`src/include/core_defs.svh`:
```
`ifndef CORE_DEFS_SVH
`define CORE_DEFS_SVH

`define CORE_DATA_WIDTH     32
`define CORE_REG_ADDR_WIDTH 4  // 16 registers
`define CORE_ID_WIDTH       7

// instruction ids decoded by this slice
`define ID_LSR_IMM   7'd1
`define ID_ASR_IMM   7'd2
`define ID_LSL_IMM   7'd3
`define ID_ADD_REG   7'd4
`define ID_ORR_REG   7'd5
`define ID_ADD_IMM   7'd6
`define ID_ORR_IMM   7'd7
`define ID_MOV_IMM   7'd8
`define ID_SUB_REG   7'd12
`define ID_LSR_REG   7'd14
`define ID_ASR_REG   7'd15
`define ID_LSL_REG   7'd16
`define ID_AND_REG   7'd17
`define ID_NOT_REG   7'd18
`define ID_ROR_REG   7'd19
`define ID_EOR_REG   7'd21
`define ID_ORR_TEST  7'd22  // no write
`define ID_ADD_TEST  7'd23  // no write
`define ID_BIC_REG   7'd24
`define ID_RSB_REG   7'd26
`define ID_MOV_SE8   7'd59
`define ID_MOV_SE12  7'd60
`define ID_HALT      7'd75

`endif

```
`src/hw/core_pkg.sv`:
```
`include "core_defs.svh"

package core_pkg;

        typedef enum logic [3:0] {
                aluPassA = 4'd0,
                aluAnd   = 4'd1,
                aluAdd   = 4'd2,
                aluSub   = 4'd3,
                aluRsb   = 4'd4,  // b - a
                aluOrr   = 4'd5,
                aluEor   = 4'd6,
                aluBic   = 4'd7,
                aluNotB  = 4'd8,
                aluPassB = 4'd12
        } aluOp;

        typedef enum logic [3:0] {
                shiftNone = 4'd0,
                shiftLsl  = 4'd2,
                shiftLsr  = 4'd3,
                shiftAsr  = 4'd4,
                shiftRor  = 4'd5
        } shiftOp;

        typedef enum logic [2:0] {
                extZero12 = 3'd0,
                extSign8  = 3'd1,
                extSign12 = 3'd2
        } extendOp;

        typedef struct packed {
                aluOp    controlALU;
                shiftOp  controlBS;
                extendOp controlSE1;
                logic    controlMUX;  // 1 = immediate operand
                logic    controlRB;   // 1 = write rd
        } ctrlBundle;

        // rd = rn op (rm shifted)
        typedef struct packed {
                logic [`CORE_ID_WIDTH-1:0]       id;
                logic [`CORE_REG_ADDR_WIDTH-1:0] rd;
                logic [`CORE_REG_ADDR_WIDTH-1:0] rn;
                logic [`CORE_REG_ADDR_WIDTH-1:0] rm;
                logic [4:0]                      shamt;
                logic [7:0]                      spare;
        } regFormFields;

        // rd = rn op (imm extended and shifted)
        typedef struct packed {
                logic [`CORE_ID_WIDTH-1:0]       id;
                logic [`CORE_REG_ADDR_WIDTH-1:0] rd;
                logic [`CORE_REG_ADDR_WIDTH-1:0] rn;
                logic [4:0]                      shamt;
                logic [11:0]                     imm;
        } immFormFields;

        typedef union packed {
                regFormFields regForm;
                immFormFields immForm;
        } instrWord;

        typedef struct packed {
                logic [`CORE_DATA_WIDTH-1:0]     value;
                logic [`CORE_REG_ADDR_WIDTH-1:0] rd;
                logic                            written;
        } resultWord;

endpackage

```
`src/hw/controlCore.sv`:
```
`include "core_defs.svh"

module controlCore (
        input  logic [`CORE_ID_WIDTH-1:0] ID,
        output core_pkg::ctrlBundle       ctrl
);

        always_comb begin
                // pass b and write back unless the id says otherwise
                ctrl.controlALU = core_pkg::aluPassB;
                ctrl.controlBS  = core_pkg::shiftNone;
                ctrl.controlSE1 = core_pkg::extZero12;
                ctrl.controlMUX = 1'b0;
                ctrl.controlRB  = 1'b1;

                case (ID)
                        `ID_LSR_IMM: begin
                                ctrl.controlBS  = core_pkg::shiftLsr;
                                ctrl.controlMUX = 1'b1;
                        end
                        `ID_ASR_IMM: begin
                                ctrl.controlBS  = core_pkg::shiftAsr;
                                ctrl.controlMUX = 1'b1;
                        end
                        `ID_LSL_IMM: begin
                                ctrl.controlBS  = core_pkg::shiftLsl;
                                ctrl.controlMUX = 1'b1;
                        end
                        `ID_ADD_REG: begin
                                ctrl.controlALU = core_pkg::aluAdd;
                        end
                        `ID_ORR_REG: begin
                                ctrl.controlALU = core_pkg::aluOrr;
                        end
                        `ID_ADD_IMM: begin
                                ctrl.controlALU = core_pkg::aluAdd;
                                ctrl.controlMUX = 1'b1;
                        end
                        `ID_ORR_IMM: begin
                                ctrl.controlALU = core_pkg::aluOrr;
                                ctrl.controlMUX = 1'b1;
                        end
                        `ID_MOV_IMM: begin
                                ctrl.controlMUX = 1'b1;
                        end
                        `ID_SUB_REG: begin
                                ctrl.controlALU = core_pkg::aluSub;
                        end
                        `ID_LSR_REG: ctrl.controlBS = core_pkg::shiftLsr;
                        `ID_ASR_REG: ctrl.controlBS = core_pkg::shiftAsr;
                        `ID_LSL_REG: ctrl.controlBS = core_pkg::shiftLsl;
                        `ID_ROR_REG: ctrl.controlBS = core_pkg::shiftRor;
                        `ID_AND_REG: begin
                                ctrl.controlALU = core_pkg::aluAnd;
                        end
                        `ID_NOT_REG: begin
                                ctrl.controlALU = core_pkg::aluNotB;
                        end
                        `ID_EOR_REG: begin
                                ctrl.controlALU = core_pkg::aluEor;
                        end
                        `ID_ORR_TEST: begin
                                ctrl.controlALU = core_pkg::aluOrr;
                                ctrl.controlRB  = 1'b0;
                        end
                        `ID_ADD_TEST: begin
                                ctrl.controlALU = core_pkg::aluAdd;
                                ctrl.controlRB  = 1'b0;
                        end
                        `ID_BIC_REG: begin
                                ctrl.controlALU = core_pkg::aluBic;
                        end
                        `ID_RSB_REG: begin
                                ctrl.controlALU = core_pkg::aluRsb;
                        end
                        `ID_MOV_SE8: begin
                                ctrl.controlSE1 = core_pkg::extSign8;
                                ctrl.controlMUX = 1'b1;
                        end
                        `ID_MOV_SE12: begin
                                ctrl.controlSE1 = core_pkg::extSign12;
                                ctrl.controlMUX = 1'b1;
                        end
                        `ID_HALT: begin
                                ctrl.controlRB = 1'b0;  // halt flag itself is kept in resultStage
                        end
                        default: ctrl.controlRB = 1'b0;  // unknown id gives a result only
                endcase
        end

endmodule

```
`src/hw/operandShifter.sv`:
```
`include "core_defs.svh"

module operandShifter (
        input  logic [`CORE_DATA_WIDTH-1:0] regB,
        input  core_pkg::instrWord          instr,
        input  core_pkg::ctrlBundle         ctrl,
        output logic [`CORE_DATA_WIDTH-1:0] operand
);

        logic [`CORE_DATA_WIDTH-1:0]   immExt;
        logic [`CORE_DATA_WIDTH-1:0]   chosen;
        logic [4:0]                    shamt;
        logic [2*`CORE_DATA_WIDTH-1:0] rotWide;

        always_comb begin
                case (ctrl.controlSE1)
                        core_pkg::extSign8: begin
                                immExt = {{(`CORE_DATA_WIDTH-8){instr.immForm.imm[7]}},
                                          instr.immForm.imm[7:0]};
                        end
                        core_pkg::extSign12: begin
                                immExt = {{(`CORE_DATA_WIDTH-12){instr.immForm.imm[11]}},
                                          instr.immForm.imm};
                        end
                        default: immExt = {{(`CORE_DATA_WIDTH-12){1'b0}}, instr.immForm.imm};
                endcase
        end

        // shift amount sits in a different place per form
        assign chosen = ctrl.controlMUX ? immExt : regB;
        assign shamt  = ctrl.controlMUX ? instr.immForm.shamt : instr.regForm.shamt;

        assign rotWide = {chosen, chosen} >> shamt;  // low half is the rotation

        always_comb begin
                case (ctrl.controlBS)
                        core_pkg::shiftLsl: operand = chosen << shamt;
                        core_pkg::shiftLsr: operand = chosen >> shamt;
                        core_pkg::shiftAsr: operand = $signed(chosen) >>> shamt;
                        core_pkg::shiftRor: operand = rotWide[`CORE_DATA_WIDTH-1:0];
                        default:            operand = chosen;
                endcase
        end

endmodule

```
`src/hw/aluUnit.sv`:
```
`include "core_defs.svh"

module aluUnit (
        input  logic [`CORE_DATA_WIDTH-1:0] a,
        input  logic [`CORE_DATA_WIDTH-1:0] b,
        input  core_pkg::aluOp              op,
        output logic [`CORE_DATA_WIDTH-1:0] y
);

        // a is rn and b the shifted operand
        always_comb begin
                case (op)
                        core_pkg::aluPassA: y = a;
                        core_pkg::aluAnd:   y = a & b;
                        core_pkg::aluAdd:   y = a + b;  // wraps
                        core_pkg::aluSub:   y = a - b;
                        core_pkg::aluRsb:   y = b - a;
                        core_pkg::aluOrr:   y = a | b;
                        core_pkg::aluEor:   y = a ^ b;
                        core_pkg::aluBic:   y = a & ~b;
                        core_pkg::aluNotB:  y = ~b;
                        default:            y = b;  // pass b and unused codes
                endcase
        end

endmodule

```
`src/hw/registerBank.sv`:
```
`include "core_defs.svh"

module registerBank (
        input  logic                            clk,
        input  logic                            reset,
        input  logic [`CORE_REG_ADDR_WIDTH-1:0] readAddrA,
        input  logic [`CORE_REG_ADDR_WIDTH-1:0] readAddrB,
        input  logic                            writeEnable,
        input  logic [`CORE_REG_ADDR_WIDTH-1:0] writeAddr,
        input  logic [`CORE_DATA_WIDTH-1:0]     writeData,
        output logic [`CORE_DATA_WIDTH-1:0]     readDataA,
        output logic [`CORE_DATA_WIDTH-1:0]     readDataB
);

        localparam int RegCount = 2 ** `CORE_REG_ADDR_WIDTH;

        logic [`CORE_DATA_WIDTH-1:0] regs [RegCount];

        always_ff @(posedge clk) begin
                if (reset) begin
                        regs <= '{default: '0};
                end else if (writeEnable) begin
                        regs[writeAddr] <= writeData;
                end
        end

        // reads see the value before this edge's write
        assign readDataA = regs[readAddrA];
        assign readDataB = regs[readAddrB];

endmodule

```
`src/hw/executeCore.sv`:
```
`include "core_defs.svh"

module executeCore (
        input  logic                 clk,
        input  logic                 reset,
        input  logic                 issue,
        input  core_pkg::instrWord   instr,
        output core_pkg::resultWord  result,
        output logic                 resultValid,
        output logic                 halted
);

        core_pkg::ctrlBundle         ctrl;
        logic [`CORE_DATA_WIDTH-1:0] regA;
        logic [`CORE_DATA_WIDTH-1:0] regB;
        logic [`CORE_DATA_WIDTH-1:0] operand;
        logic [`CORE_DATA_WIDTH-1:0] aluResult;
        logic                        writeEnable;

        controlCore u_decode (
                .ID   (instr.regForm.id),
                .ctrl (ctrl)
        );

        registerBank u_regs (
                .clk         (clk),
                .reset       (reset),
                .readAddrA   (instr.regForm.rn),
                .readAddrB   (instr.regForm.rm),
                .writeEnable (writeEnable),
                .writeAddr   (instr.regForm.rd),
                .writeData   (aluResult),
                .readDataA   (regA),
                .readDataB   (regB)
        );

        operandShifter u_shift (
                .regB    (regB),
                .instr   (instr),
                .ctrl    (ctrl),
                .operand (operand)
        );

        aluUnit u_alu (
                .a  (regA),
                .b  (operand),
                .op (ctrl.controlALU),
                .y  (aluResult)
        );

        resultStage u_stage (
                .clk         (clk),
                .reset       (reset),
                .issue       (issue),
                .id          (instr.regForm.id),
                .rd          (instr.regForm.rd),
                .controlRB   (ctrl.controlRB),
                .aluResult   (aluResult),
                .writeEnable (writeEnable),
                .result      (result),
                .resultValid (resultValid),
                .halted      (halted)
        );

endmodule

module resultStage (
        input  logic                            clk,
        input  logic                            reset,
        input  logic                            issue,
        input  logic [`CORE_ID_WIDTH-1:0]       id,
        input  logic [`CORE_REG_ADDR_WIDTH-1:0] rd,
        input  logic                            controlRB,
        input  logic [`CORE_DATA_WIDTH-1:0]     aluResult,
        output logic                            writeEnable,
        output core_pkg::resultWord             result,
        output logic                            resultValid,
        output logic                            halted
);

        logic accepted;
        logic isHalt;

        assign accepted    = issue & ~halted;  // issues dropped once halted
        assign isHalt      = (id == `ID_HALT);
        assign writeEnable = accepted & controlRB & ~isHalt;

        always_ff @(posedge clk) begin
                if (reset) begin
                        resultValid <= 1'b0;
                        halted      <= 1'b0;
                end else begin
                        resultValid <= accepted & ~isHalt;
                        if (accepted & isHalt)
                                halted <= 1'b1;  // sticky until reset
                end
        end

        always_ff @(posedge clk) begin
                if (accepted & ~isHalt) begin
                        result.value   <= aluResult;
                        result.rd      <= rd;
                        result.written <= writeEnable;
                end
        end

endmodule

```
`config.mk`:
```
export PLATFORM = sky130hd
export DESIGN_NAME = executeCore
export DESIGN_NICKNAME = d
export VERILOG_FILES = /design/src/hw/core_pkg.sv /design/src/hw/controlCore.sv /design/src/hw/operandShifter.sv /design/src/hw/aluUnit.sv /design/src/hw/registerBank.sv /design/src/hw/executeCore.sv
export VERILOG_INCLUDE_DIRS = /design/src /design/src/include
export SDC_FILE = /design/constraint.sdc
export NUM_CORES = 2
export LEC_CHECK = 0
export BUFFER_PORTS_ARGS = -buffer_cell sky130_fd_sc_hd__buf_2
export CORE_MARGIN = 4
export CORE_UTILIZATION = 28
export CTS_BUF_LIST = sky130_fd_sc_hd__clkbuf_16
export DETAILED_ROUTE_END_ITERATION = 12
export PLACE_DENSITY_LB_ADDON = 0.05
export SYNTH_ARGS = -nofsm -noshare
export SYNTH_HDL_FRONTEND = slang
export SYNTH_SLANG_ARGS = --single-unit
```
`constraint.sdc`:
```
create_clock -name clk -period 21.9 [get_ports clk]
set_input_delay 1.095 -clock clk [delete_from_list [all_inputs] [get_ports clk]]
set_output_delay 1.095 -clock clk [all_outputs]
set_load 0.05 [all_outputs]
```
==> qor.csv <==
stage,metric,value,unit
clocking,post_cts_resized,0,
floorplanning,io_pins,74,
worst_setup_path,rr_endpoint,u_stage.result[23],
worst_setup_path,worst-r2r-setup-slack,13.25,ns
cells_and_area,design_area,47600,um^2
worst_setup_path,r2r_start,u_regs.regs[160],
logic_synthesis,syn_nets,5005,
job,maxCapViolations,1,
timing,setup_viol,0,
hold_path,hold_depth,2,
worst_setup_path,slowest_delay,1.22,ns
detailed_routing,wl,245,mm
timing,hold_viol_final,0,
timing,period_needed,11.37,ns
timing,fin_ws,10.53,ns
hold_path,min_to,u_regs.regs[288],
global_routing,grt_use_total,0.298,
timing,rsz0062_at_grt,false,
logic_synthesis,syn_area_per_cell,8.84,um^2
run_status,violations,"max-capacitance violations, max-slew violations",
clocking,clock_latency,0.70,ns
worst_setup_path,criticalPathCategory,input port to flop,
placed_design,dp_hpwl,168,mm
logic_synthesis,ys_warn_count,0,
detailed_routing,first_pass_iters,6,
global_routing,grt_max_degree,192,
floorplanning,core_region_area,152000,um^2
worst_setup_path,cpLargestDelayFamily,compound AO/OA/AOI/OAI gates,
clocking,clkSinkCount,551,
floorplanning,num_rows,143,
timing,maxSlewViolCount,4,
worst_setup_path,path_max_fanout,56,
placed_design,pre_cts_ws,10.14,ns
logic_synthesis,yosysTopAreaCell,dfxtp_1,
cells_and_area,regArea,11400,um^2
global_routing,grt_first_pass_wirelength,341,mm
floorplanning,die_h,400,um
global_routing,grt_pass1_vias,40800,
clocking,cts_root_buffer,clkbuf_16,
placed_design,io_buffer_count,73,
logic_synthesis,ys_types,127,
timing,slew_headroom,-0.0424,
logic_synthesis,synth.area.top_cells,"dfxtp_1 (24%), mux4_2 (15%), nor2_1 (5.0%), a21oi_1 (3.0%), a211oi_1 (3.0%)",
global_routing,overflow,0,
worst_setup_path,cp.buffers_inverters,6,
clocking,postCtsSetupRepairBufs,0,
pwr,irDropWorstVdd,0.0539,mV
hold_path,hold_path.class,flop to flop,
clocking,clkSlewWorstSetupHoldPaths,0.06,ns
clocking,cts_tree,yes,
placed_design,place.gp.congestion,0.999,
clocking,holdBufCountCts,0,
logic_synthesis,ys_ff_latch,551,
pwr,power_leakage,16.0,nW
cells_and_area,final_nets,4832,
worst_setup_path,cp_data_required_time,22.29,ns
pwr,p_per_area,60.1,nW/um^2
timing,setup_tns,0,ns
floorplanning,die_w,400,um
run_status,status,"finished, violations left",
detailed_routing,drt_iter0_markers,4874,
timing,fmax,87.9,MHz
detailed_routing,drcViolationCount,0,
hold_path,hp-start,u_regs.regs[288],
logic_synthesis,syn_inst,4867,
worst_setup_path,cp.arrival,11.76,ns
logic_synthesis,synth-async-reset-ratio,0,
worst_setup_path,cp-start-kind,input port,
cells_and_area,syn_to_final_growth,10.7,%
logic_synthesis,yosys_most_used_dff,dfxtp_1,
clocking,cts_made_buffers,76,
detailed_routing,ant_nets,0,
detailed_routing,vias,43200,
detailed_routing,wl_per_cell,36.1,um
detailed_routing,vias_per_cell,6.36,
placed_design,dpl_cell_area,45200,um^2
floorplanning,start_util,0.283,
cells_and_area,drive_gt1_frac,0.175,
timing,skew,0.0402,ns
cells_and_area,multiInputGateArea,29200,um^2
timing,tightestPinTransition,1.55,ns
floorplanning,die_area,160000,um^2
logic_synthesis,netlist_area,43000,um^2
worst_setup_path,r2r_cells,21,
logic_synthesis,synth_edf_count,37,
logic_synthesis,netlist.area_leader.share,0.239,
timing,holdWs,0.463,ns
clocking,h-tree-depth,3,
worst_setup_path,crit_path_end_kind,flop,
global_routing,antenna_found_initial,11,
timing,timing.final.crit_share,0.519,
logic_synthesis,ys_seq_area_frac,0.265,
clocking,ctsLongestPathBuffers,3,
cells_and_area,fin_util,0.313,
cells_and_area,fill_cells,15900,
worst_setup_path,cpMostUsedCell,buf_4,
worst_setup_path,slowest_stage,nor4_1,
==> per-layer routing <==
layer / vias to the layer above / global-route usage / wire, um
li1: 18700 / - / -
met1: 22300 / 0.437 / 113000
met2: 1915 / 0.449 / 105000
met3: 319 / 0.0410 / 17200
met4: 0 / 0.101 / 9240
met5: - / 0 / 0
==> how the worst max path moves through the flow <==
stage | from | endpoint | slack, ns | cells past startpoint
2_1_floorplan | instr[29] | u_stage.result[30] | 13.30 | 33
3_3_place_gp | instr[13] | u_stage.result[36] | 9.92 | 25
3_5_place_dp | instr[13] | u_stage.result[36] | 10.14 | 25
4_1_cts | instr[13] | u_stage.result[23] | 10.81 | 25
5_1_grt | instr[13] | u_regs.regs[287] | 9.95 | 25
6_report | instr[13] | u_stage.result[23] | 10.53 | 25
==> cells in the mapped netlist, drive strengths merged (21+ instances only) <==
library cell / number
nand2b: 27
nor3: 223
and2: 42
o221ai: 31
nor2: 573
a2111oi: 131
o211ai: 84
mux4: 280
a311oi: 111
o21a: 22
a211o: 44
a21o: 48
clkbuf: 298
o31ai: 55
o21ai: 167
edfxtp: 37
ha: 101
a21oi: 273
nor2b: 23
o22ai: 35
dfxtp: 514
nand2: 350
nand3b: 65
a41oi: 21
buf: 196
xnor2: 45
o21bai: 52
a22o: 23
and3: 35
a31oi: 49
nor4: 65
mux2i: 74
a22oi: 63
inv: 104
a211oi: 178
nand3: 83
or3: 28
a221oi: 34
==> flip-flops by register name, indices dropped and copies added, names as in the netlist <==
| register | flops |
|---|---|
| u_stage.halted | 1 |
| u_regs.regs | 512 |
| u_stage.result | 37 |
| u_stage.resultValid | 1 |
==> power by group <==
part           switching (W)  leakage [nW]  internal, W
logic               0.000425          10.3     0.000171
registers         0.00000605          4.52      0.00102
clock network       0.000538          1.24     0.000699
total               0.000969          16.0      0.00189
==> cells by family (layout without fill, tap and decap cells) <==
family / count (synthesis) / after routing / synth area share
adder cells (fa/ha/maj): 103 / 103 / 0.0303
flip-flops: 551 / 551 / 0.265
AO/OA/AOI/OAI: 1588 / 1588 / 0.282
AND/OR/NAND/NOR: 1593 / 1593 / 0.175
other: 0 / 1 / 0
multiplexers: 372 / 372 / 0.170
XOR/XNOR: 58 / 58 / 0.0118
buffers and inverters: 602 / 491 / 0.0658
==> layout by cell type (no fill, tap or decap), types with 117 or more instances in the layout <==
cell | synthesis | final
buf_4 | 36 | 170
o21ai_0 | 145 | 143
a211oi_1 | 174 | 170
inv_1 | 99 | 117
dfxtp_1 | 514 | 514
mux4_2 | 280 | 280
nand2_1 | 347 | 347
a21oi_1 | 261 | 260
nor3_1 | 216 | 215
nor2_1 | 569 | 555
==> worst reg2reg max path, delay by kind of cell (launching register included) <==
family	cells	cell delay, ns
compound gates	15	6.35
simple gates	2	0.64
fa+ha+maj	1	0.43
flops	1	0.33
mux	1	0.24
xor+xnor	1	0.24
buf+inv	1	0.14
==> layout make-up <==
type / instances / share of cell area
Clock inverter: 61 / 0.00854
Inverter: 108 / 0.00851
Antenna cell: 1 / 0.0000526
Timing Repair Buffer: 243 / 0.0357
Tap cell: 2030 / 0.0533
Multi-Input combinational cell: 3714 / 0.613
Clock buffer: 79 / 0.0415
Sequential cell: 551 / 0.239
==> metrics by stage <==
step                      total power (W)  std cells
after floorplan                   0.00143       4867
after global placement            0.00164       6646
after detailed placement          0.00163       6646
after CTS                         0.00288       6786
after global routing              0.00296       6786
final                             0.00286       6787
Note: power is estimated with default switching activity, not from simulation.
